==> config.mk <==
export PLATFORM = sky130hd
export DESIGN_NAME = decodeTop
export DESIGN_NICKNAME = d
export VERILOG_FILES = /design/src/source/decodePkg.sv /design/src/source/decodeStore.sv /design/src/source/decodeLoad.sv /design/src/source/decodeUnit.sv /design/src/source/decodeStats.sv /design/src/source/decodeCtrl.sv /design/src/source/decodeTop.sv
export VERILOG_INCLUDE_DIRS = /design/src /design/src/source
export SDC_FILE = /design/constraint.sdc
export NUM_CORES = 1
export LEC_CHECK = 0
export BUFFER_PORTS_ARGS = -buffer_cell sky130_fd_sc_hd__buf_2
export CELL_PAD_IN_SITES_DETAIL_PLACEMENT = 1
export CELL_PAD_IN_SITES_GLOBAL_PLACEMENT = 1
export CORE_MARGIN = 3
export CORE_UTILIZATION = 45
export CTS_BUF_LIST = sky130_fd_sc_hd__clkbuf_4 sky130_fd_sc_hd__clkbuf_8
export DETAILED_ROUTE_END_ITERATION = 7
export PLACE_DENSITY_LB_ADDON = 0.15
export SYNTH_ARGS = -nofsm -noshare
export SYNTH_HDL_FRONTEND = slang
export SYNTH_HIERARCHICAL = 1
export SYNTH_SLANG_ARGS = --single-unit
==> constraint.sdc <==
create_clock -name clk -period 4.6 [get_ports clk]
set_clock_uncertainty 0.1 [all_clocks]
set_input_delay 0.23 -clock clk [delete_from_list [all_inputs] [get_ports clk]]
set_output_delay 0.23 -clock clk [all_outputs]
set_load 0.005 [all_outputs]
==> src/source/decode_settings.svh <==
`ifndef DECODE_SETTINGS_SVH
`define DECODE_SETTINGS_SVH

// ==========================================================================
// Bus and datapath widths
// ==========================================================================

// Bus width and micro-op width are the same, one op per write
`define DECODE_DATA_WIDTH 32
`define DECODE_ADDR_WIDTH 8
`define DECODE_STRB_WIDTH (`DECODE_DATA_WIDTH / 8)

// Statistics counters wrap silently at this width
`define DECODE_STAT_WIDTH 16
// One counter for each real functional unit: ALU, MUL, BRANCH, MEM
`define DECODE_COUNT_NUM 4

// ==========================================================================
// Register map
// ==========================================================================

`define DECODE_REG_OPWORD 8'h00
`define DECODE_REG_RESULT 8'h04
`define DECODE_REG_CTRL 8'h08
// Counters sit at 0x10, 0x14, 0x18 and 0x1C
`define DECODE_REG_COUNT_BASE 8'h10

`endif

==> src/source/decodePkg.sv <==
`include "decode_settings.svh"

package decodePkg;

	// ======================================================================
	// Enumerations
	// ======================================================================

	// Six bit major opcode, codes not listed here are undefined
	typedef enum logic [5:0] {
		OP_NOP = 6'h00,
		OP_ADD = 6'h01,
		OP_SUB = 6'h02,
		OP_AND = 6'h03,
		OP_MUL = 6'h04,
		OP_BEQ = 6'h05,
		OP_BNE = 6'h06,
		OP_JMP = 6'h07,
		// Loads
		OP_LDB = 6'h10,
		OP_LDW = 6'h11,
		OP_LDT = 6'h12,
		OP_LDO = 6'h13,
		OP_LDV = 6'h14,
		// Stores, STVX is the indexed vector store
		OP_STB = 6'h18,
		OP_STW = 6'h19,
		OP_STT = 6'h1A,
		OP_STORE = 6'h1B,
		OP_STI = 6'h1C,
		OP_STPTR = 6'h1D,
		OP_STV = 6'h1E,
		OP_STVX = 6'h1F
	} opcodeE;

	// Counter slots follow the order ALU, MUL, BRANCH, MEM
	typedef enum logic [2:0] {
		UNIT_NONE = 3'd0,
		UNIT_ALU = 3'd1,
		UNIT_MUL = 3'd2,
		UNIT_BRANCH = 3'd3,
		UNIT_MEM = 3'd4
	} unitE;

	// Byte, wyde (16), tetra (32) and octa (64) accesses
	typedef enum logic [1:0] {
		SIZE_BYTE = 2'd0,
		SIZE_WYDE = 2'd1,
		SIZE_TETRA = 2'd2,
		SIZE_OCTA = 2'd3
	} sizeE;

	typedef enum logic [1:0] {
		RESP_OKAY = 2'b00,
		RESP_SLVERR = 2'b10
	} axiRespE;

	typedef enum logic [1:0] {
		ST_IDLE,
		ST_DECODE,
		ST_WRESP,
		ST_RRESP
	} ctrlStateE;

	// ======================================================================
	// Structures
	// ======================================================================

	// Opcode in the top six bits, immediate in the low byte
	typedef struct packed {
		opcodeE opcode;
		logic [5:0] rd;
		logic [5:0] ra;
		logic [5:0] rb;
		logic [7:0] imm;
	} microOpT;

	// Result word, store sits in the most significant bit
	typedef struct packed {
		logic store;
		logic vstore;
		logic vstoreNdx;
		logic load;
		logic vload;
		unitE unit;
		sizeE memSize;
		logic illegal;
	} decodeFlagsT;

	typedef struct packed {
		logic awvalid;
		logic [`DECODE_ADDR_WIDTH-1:0] awaddr;
		logic wvalid;
		logic [`DECODE_DATA_WIDTH-1:0] wdata;
		logic [`DECODE_STRB_WIDTH-1:0] wstrb;
		logic bready;
		logic arvalid;
		logic [`DECODE_ADDR_WIDTH-1:0] araddr;
		logic rready;
	} axiLiteReqT;

	typedef struct packed {
		logic awready;
		logic wready;
		logic bvalid;
		axiRespE bresp;
		logic arready;
		logic rvalid;
		logic [`DECODE_DATA_WIDTH-1:0] rdata;
		axiRespE rresp;
	} axiLiteRespT;

endpackage

==> src/source/decodeStore.sv <==
`timescale 1ns/10ps

module decodeStore
(
	input decodePkg::microOpT opWord,
	output logic store,
	output logic vstore,
	output logic vstoreNdx
);
	import decodePkg::*;

	// Scalar stores of every width, including the immediate and pointer forms
	function automatic logic fnIsStore(input microOpT op);
		case (op.opcode)
		OP_STB, OP_STW, OP_STT, OP_STORE, OP_STI, OP_STPTR:
			fnIsStore = 1'b1;
		default:
			fnIsStore = 1'b0;
		endcase
	endfunction

	// Both vector store forms count as a vector store
	function automatic logic fnIsStoreVec(input microOpT op);
		case (op.opcode)
		OP_STV, OP_STVX:
			fnIsStoreVec = 1'b1;
		default:
			fnIsStoreVec = 1'b0;
		endcase
	endfunction

	// Only the indexed form takes its addresses from a vector register
	function automatic logic fnIsStoreNdx(input microOpT op);
		fnIsStoreNdx = op.opcode == OP_STVX;
	endfunction

	assign store = fnIsStore(opWord);
	assign vstore = fnIsStoreVec(opWord);
	assign vstoreNdx = fnIsStoreNdx(opWord);

endmodule

==> src/source/decodeLoad.sv <==
`timescale 1ns/10ps

module decodeLoad
(
	input decodePkg::microOpT opWord,
	output logic load,
	output logic vload
);
	import decodePkg::*;

	// ======================================================================
	// Opcode classifiers
	// ======================================================================

	// Scalar loads from byte up to octa width
	function automatic logic fnIsLoad(input microOpT op);
		case (op.opcode)
		OP_LDB, OP_LDW, OP_LDT, OP_LDO:
			fnIsLoad = 1'b1;
		default:
			fnIsLoad = 1'b0;
		endcase
	endfunction

	// There is a single vector load, it has no indexed form
	function automatic logic fnIsLoadVec(input microOpT op);
		case (op.opcode)
		OP_LDV:
			fnIsLoadVec = 1'b1;
		default:
			fnIsLoadVec = 1'b0;
		endcase
	endfunction

	// ======================================================================
	// Outputs
	// ======================================================================

	// A vector load never raises the scalar load flag
	assign load = fnIsLoad(opWord);
	assign vload = fnIsLoadVec(opWord);

endmodule

==> src/source/decodeUnit.sv <==
`timescale 1ns/10ps

module decodeUnit
(
	input decodePkg::microOpT opWord,
	output decodePkg::unitE unit,
	output decodePkg::sizeE memSize,
	output logic illegal
);
	import decodePkg::*;

	always_comb
	begin
		// Non-memory ops report byte size, undefined codes fall to the default
		unit = UNIT_NONE;
		memSize = SIZE_BYTE;
		illegal = 1'b0;
		case (opWord.opcode)
		OP_NOP, OP_ADD, OP_SUB, OP_AND:
			unit = UNIT_ALU;
		OP_MUL:
			unit = UNIT_MUL;
		OP_BEQ, OP_BNE, OP_JMP:
			unit = UNIT_BRANCH;
		OP_LDB, OP_STB:
			unit = UNIT_MEM;
		OP_LDW, OP_STW:
		begin
			unit = UNIT_MEM;
			memSize = SIZE_WYDE;
		end
		OP_LDT, OP_STT, OP_STI:
		begin
			unit = UNIT_MEM;
			memSize = SIZE_TETRA;
		end
		// Pointers and vector elements are always full octa width
		OP_LDO, OP_STORE, OP_STPTR, OP_LDV, OP_STV, OP_STVX:
		begin
			unit = UNIT_MEM;
			memSize = SIZE_OCTA;
		end
		default:
			illegal = 1'b1;
		endcase
	end

endmodule

==> src/source/decodeStats.sv <==
`timescale 1ns/10ps
`include "decode_settings.svh"

module decodeStats
(
	input logic clk,
	input logic rstN,
	input logic countEn,
	input logic countClear,
	input decodePkg::unitE unit,
	output logic [`DECODE_COUNT_NUM-1:0][`DECODE_STAT_WIDTH-1:0] counts
);
	import decodePkg::*;

	logic [$clog2(`DECODE_COUNT_NUM)-1:0] slot;
	logic slotValid;

	// Map the unit onto a counter slot, UNIT_NONE has no counter
	always_comb
	begin
		slot = '0;
		slotValid = 1'b1;
		case (unit)
		UNIT_ALU:
			slot = 2'd0;
		UNIT_MUL:
			slot = 2'd1;
		UNIT_BRANCH:
			slot = 2'd2;
		UNIT_MEM:
			slot = 2'd3;
		default:
			slotValid = 1'b0;
		endcase
	end

	// ======================================================================
	// Counter bank
	// ======================================================================

	// A clear in the same cycle as a count drops the count
	always_ff @(posedge clk)
	begin
		if (!rstN)
			counts <= '0;
		else if (countClear)
			counts <= '0;
		else if (countEn && slotValid)
			// Wraps back to zero past the top of the counter
			counts[slot] <= counts[slot] + 1'b1;
	end

endmodule

==> src/source/decodeCtrl.sv <==
`timescale 1ns/10ps
`include "decode_settings.svh"

module decodeCtrl
(
	input logic clk,
	input logic rstN,
	input decodePkg::axiLiteReqT axiReq,
	output decodePkg::axiLiteRespT axiResp,
	output decodePkg::microOpT opWord,
	input decodePkg::decodeFlagsT flags,
	input logic [`DECODE_COUNT_NUM-1:0][`DECODE_STAT_WIDTH-1:0] counts,
	output logic countEn,
	output logic countClear
);
	import decodePkg::*;

	localparam logic [`DECODE_ADDR_WIDTH-1:0] countBase = `DECODE_REG_COUNT_BASE;

	ctrlStateE state;
	decodeFlagsT result;
	axiRespE bresp;
	axiRespE rresp;
	logic [`DECODE_DATA_WIDTH-1:0] rdata;
	logic [`DECODE_DATA_WIDTH-1:0] muxData;
	axiRespE muxResp;
	logic wrHs;
	logic rdHs;
	logic opWordHit;
	logic ctrlHit;

	// Write needs address and data together and wins over a read
	assign wrHs = state == ST_IDLE && axiReq.awvalid && axiReq.wvalid;
	assign rdHs = state == ST_IDLE && axiReq.arvalid && !wrHs;
	// A partial op word would be meaningless, so all strobes are required
	assign opWordHit = axiReq.awaddr == `DECODE_REG_OPWORD && &axiReq.wstrb;
	assign ctrlHit = axiReq.awaddr == `DECODE_REG_CTRL;
	// Counters sample the unit while the FSM sits in the decode state
	assign countEn = state == ST_DECODE;

	// ======================================================================
	// Read mux
	// ======================================================================

	always_comb
	begin
		// Write-only and unmapped addresses read as zero with an error
		muxData = '0;
		muxResp = RESP_SLVERR;
		if (axiReq.araddr == `DECODE_REG_RESULT)
		begin
			muxData[$bits(decodeFlagsT)-1:0] = result;
			muxResp = RESP_OKAY;
		end
		else if (axiReq.araddr[`DECODE_ADDR_WIDTH-1:4] == countBase[`DECODE_ADDR_WIDTH-1:4]
			&& axiReq.araddr[1:0] == 2'b00)
		begin
			muxData[`DECODE_STAT_WIDTH-1:0] = counts[axiReq.araddr[3:2]];
			muxResp = RESP_OKAY;
		end
	end

	// ======================================================================
	// Control FSM
	// ======================================================================

	always_ff @(posedge clk)
	begin
		if (!rstN)
		begin
			state <= ST_IDLE;
			result <= '0;
			bresp <= RESP_OKAY;
			rresp <= RESP_OKAY;
			countClear <= 1'b0;
		end
		else
		begin
			countClear <= 1'b0;
			case (state)
			ST_IDLE:
				if (wrHs)
				begin
					// Bad writes go straight to the response and touch nothing
					bresp <= (opWordHit || ctrlHit) ? RESP_OKAY : RESP_SLVERR;
					countClear <= ctrlHit && axiReq.wstrb[0] && axiReq.wdata[0];
					state <= opWordHit ? ST_DECODE : ST_WRESP;
				end
				else if (rdHs)
				begin
					rresp <= muxResp;
					state <= ST_RRESP;
				end
			ST_DECODE:
			begin
				result <= flags;
				state <= ST_WRESP;
			end
			// Response stays up until the master takes it
			ST_WRESP:
				if (axiReq.bready)
					state <= ST_IDLE;
			ST_RRESP:
				if (axiReq.rready)
					state <= ST_IDLE;
			default:
				state <= ST_IDLE;
			endcase
		end
	end

	// Op word and read data are plain payload latched on the handshake
	always_ff @(posedge clk)
	begin
		if (wrHs && opWordHit)
			opWord <= microOpT'(axiReq.wdata);
		if (rdHs)
			rdata <= muxData;
	end

	always_comb
	begin
		axiResp.awready = wrHs;
		axiResp.wready = wrHs;
		axiResp.bvalid = state == ST_WRESP;
		axiResp.bresp = bresp;
		axiResp.arready = rdHs;
		axiResp.rvalid = state == ST_RRESP;
		axiResp.rdata = rdata;
		axiResp.rresp = rresp;
	end

endmodule

==> src/source/decodeTop.sv <==
`timescale 1ns/10ps
`include "decode_settings.svh"

module decodeTop
(
	input logic clk,
	input logic rstN,
	input decodePkg::axiLiteReqT axiReq,
	output decodePkg::axiLiteRespT axiResp
);
	import decodePkg::*;

	microOpT opWord;
	decodeFlagsT flags;
	logic isStore;
	logic isVstore;
	logic isVstoreNdx;
	logic isLoad;
	logic isVload;
	unitE unit;
	sizeE memSize;
	logic illegal;
	logic countEn;
	logic countClear;
	logic [`DECODE_COUNT_NUM-1:0][`DECODE_STAT_WIDTH-1:0] counts;

	// ======================================================================
	// Bus slave and result register
	// ======================================================================

	decodeCtrl decodeCtrl_i (
		.clk(clk),
		.rstN(rstN),
		.axiReq(axiReq),
		.axiResp(axiResp),
		.opWord(opWord),
		.flags(flags),
		.counts(counts),
		.countEn(countEn),
		.countClear(countClear)
	);

	// ======================================================================
	// Combinational classifiers
	// ======================================================================

	decodeStore decodeStore_i (
		.opWord(opWord),
		.store(isStore),
		.vstore(isVstore),
		.vstoreNdx(isVstoreNdx)
	);

	decodeLoad decodeLoad_i (
		.opWord(opWord),
		.load(isLoad),
		.vload(isVload)
	);

	decodeUnit decodeUnit_i (
		.opWord(opWord),
		.unit(unit),
		.memSize(memSize),
		.illegal(illegal)
	);

	// Gather the classifier outputs into the result word layout
	assign flags = '{
		store: isStore,
		vstore: isVstore,
		vstoreNdx: isVstoreNdx,
		load: isLoad,
		vload: isVload,
		unit: unit,
		memSize: memSize,
		illegal: illegal
	};

	// Counts per unit, the unit comes straight from the unit decoder
	decodeStats decodeStats_i (
		.clk(clk),
		.rstN(rstN),
		.countEn(countEn),
		.countClear(countClear),
		.unit(unit),
		.counts(counts)
	);

endmodule

==> flow_summary.json <==
{
  "fillers": 1445,
  "multi_input_area_sq_um": 2970,
  "grt.total_usage": 0.234,
  "initial_core_util": 0.463,
  "status": "finished, final reports clean",
  "cp-end-kind": "flip-flop",
  "clock-sinks": 102,
  "mostFrequentLayoutCell": "dfxtp_1",
  "syn2layout_area_growth_pct": 8.82,
  "portBuffers": 56,
  "netlist_area_sq_um": 5610,
  "post_cts_buffers": 0,
  "seq_area_sq_um": 2260,
  "dr_total_vias": 4706,
  "io_pins": 100,
  "synth.avg_cell_area_sq_um": 9.34,
  "final_util": 0.504,
  "hold_class": "in -> reg",
  "die_w_microns": 118,
  "finalNonFillerCells": 812,
  "cts_resized": 0,
  "timing.hold.ws_ps": 41.9,
  "fmax_mhz": 264,
  "maxSlewViolCount": 0,
  "cp_data_required_time_ps": 4720,
  "root_buffer": "clkbuf_8",
  "hold_violations": 0,
  "cts_buffer_depth": 2,
  "ctsHtreeMaxLevel": 3,
  "peakVddDrop_mv": 0.236,
  "post-route-drc-count": 0,
  "netlist_instances": 600,
  "cts_made_buffers": 9,
  "dieArea_sq_um": 13800,
  "cts_tree": "built",
  "final_cell_mix": "dfxtp_1, a21oi_1, buf_2",
  "grt_max_degree": 38,
  "core_sq_um": 12100,
  "row_count": 40,
  "post-route-min-period_ps": 3790,
  "cap_violations": 0,
  "grt_pass1_vias": 4779,
  "synth-warning-count": 6,
  "cellPowerDensity_nw_per_um2": 261,
  "rsz0062_at_grt": "false",
  "dp_cells": 789,
  "cp_max_fo": 11,
  "clk_pin_slew_worst_paths_ps": 100,
  "period_share": 0.823,
  "dp_hpwl_mm": 11.0,
  "die-height_microns": 118,
  "nets": 699,
  "final.setup.worst_slack_ps": 813,
  "ant_nets": 0,
  "first_pass_iters": 4,
  "drt_wl_total_mm": 16.2,
  "clock_latency_ps": 390,
  "worstMarginPinSlew_ps": 1230,
  "setup_violations": 0,
  "diodes": 0,
  "leakage_nw": 2.21,
  "arrival_ps": 3910,
  "slew-limit-headroom": 0.183,
  "antenna_found_initial": 0,
  "grt_overflow": 0,
  "place_congestion": 0.840,
  "dp_slack_ps": 856,
  "layout-drive-gt1-share": 0.213,
  "tns_ps": 0,
  "viasPerCell": 5.80,
  "crit_type": "reg -> reg",
  "first_iter_violations": 293,
  "grt_pass1_wl_mm": 25.7,
  "routedWlPerCell_microns": 19.9,
  "startpoint_type": "flip-flop"
}
state kept, by name (all words and copies together) (netlist names):
register and flops:
decodeStats_i/counts 64, decodeCtrl_i/opWord 6, decodeCtrl_i/rdata 16, decodeCtrl_i/state 2, decodeCtrl_i/bresp 1, decodeCtrl_i/rresp 1
decodeCtrl_i/result 11, decodeCtrl_i/countClear 1
path summary, 6_finish.rpt:
check	cells past startpoint	slack (ps)	startpoint	to
worst max-delay path	12	810	decodeCtrl_i/opWord[27]	decodeStats_i/counts[46]
worst min-delay path	3	40	axiReq[0]	decodeCtrl_i/state[0]
worst max register to register	12	810	decodeCtrl_i/opWord[27]	decodeStats_i/counts[46]
worst min register to register	2	360	decodeCtrl_i/result[6]	decodeCtrl_i/result[6]
power by group:
part           internal (mW)  switching [mW]  leakage (nW)
combinational         0.0438          0.0698          1.26
clock                  0.230           0.309        0.0939
sequential             0.929         0.00869         0.855
total                   1.20           0.388          2.21
worst max-delay path, cell delays in order, from the launching register on:
cell and delay [ps]:
edfxtp_1 530, nor2_1 230, nor2_1 110, nor2_2 410, nor2b_4 480, mux2i_1 160
o21a_1 270, inv_1 90, ha_1 230, nand4_1 300, nand3b_1 280, xor2_1 320
a21oi_1 110
cell type report:
cell class                 instances  area share
multi-input combinational        441       0.487
sequential                       102       0.371
timing repair buffer              75      0.0722
tap                              168      0.0345
clock buffer                      13      0.0263
inverter                          10     0.00615
clock inverter                     3     0.00349
timing repair:
action / CTS / global route
hold endpoints to repair: 7 / 0
hold buffers: 7 / 0
setup endpoints to repair: 0 / 0
routing by layer:
| metal | vias up | global-route usage | routed length (microns) |
|---|---|---|---|
| met4 | 0 | 0.0535 | 184 |
| met2 | 117 | 0.393 | 7790 |
| met1 | 2338 | 0.302 | 7130 |
| met3 | 14 | 0.0644 | 1050 |
| met5 | - | 0 | 0 |
| li1 | 2237 | - | - |
through the flow:
| stage | cell area, sq um | power, mW |
|---|---|---|
| floorplan | 5670 | 1.03 |
| finish | 6100 | 1.59 |
| global placement | 5850 | 1.06 |
| CTS | 6100 | 1.61 |
| detailed placement | 5850 | 1.07 |
| global route | 6100 | 1.66 |
Note: power is estimated with default switching activity, not from simulation.
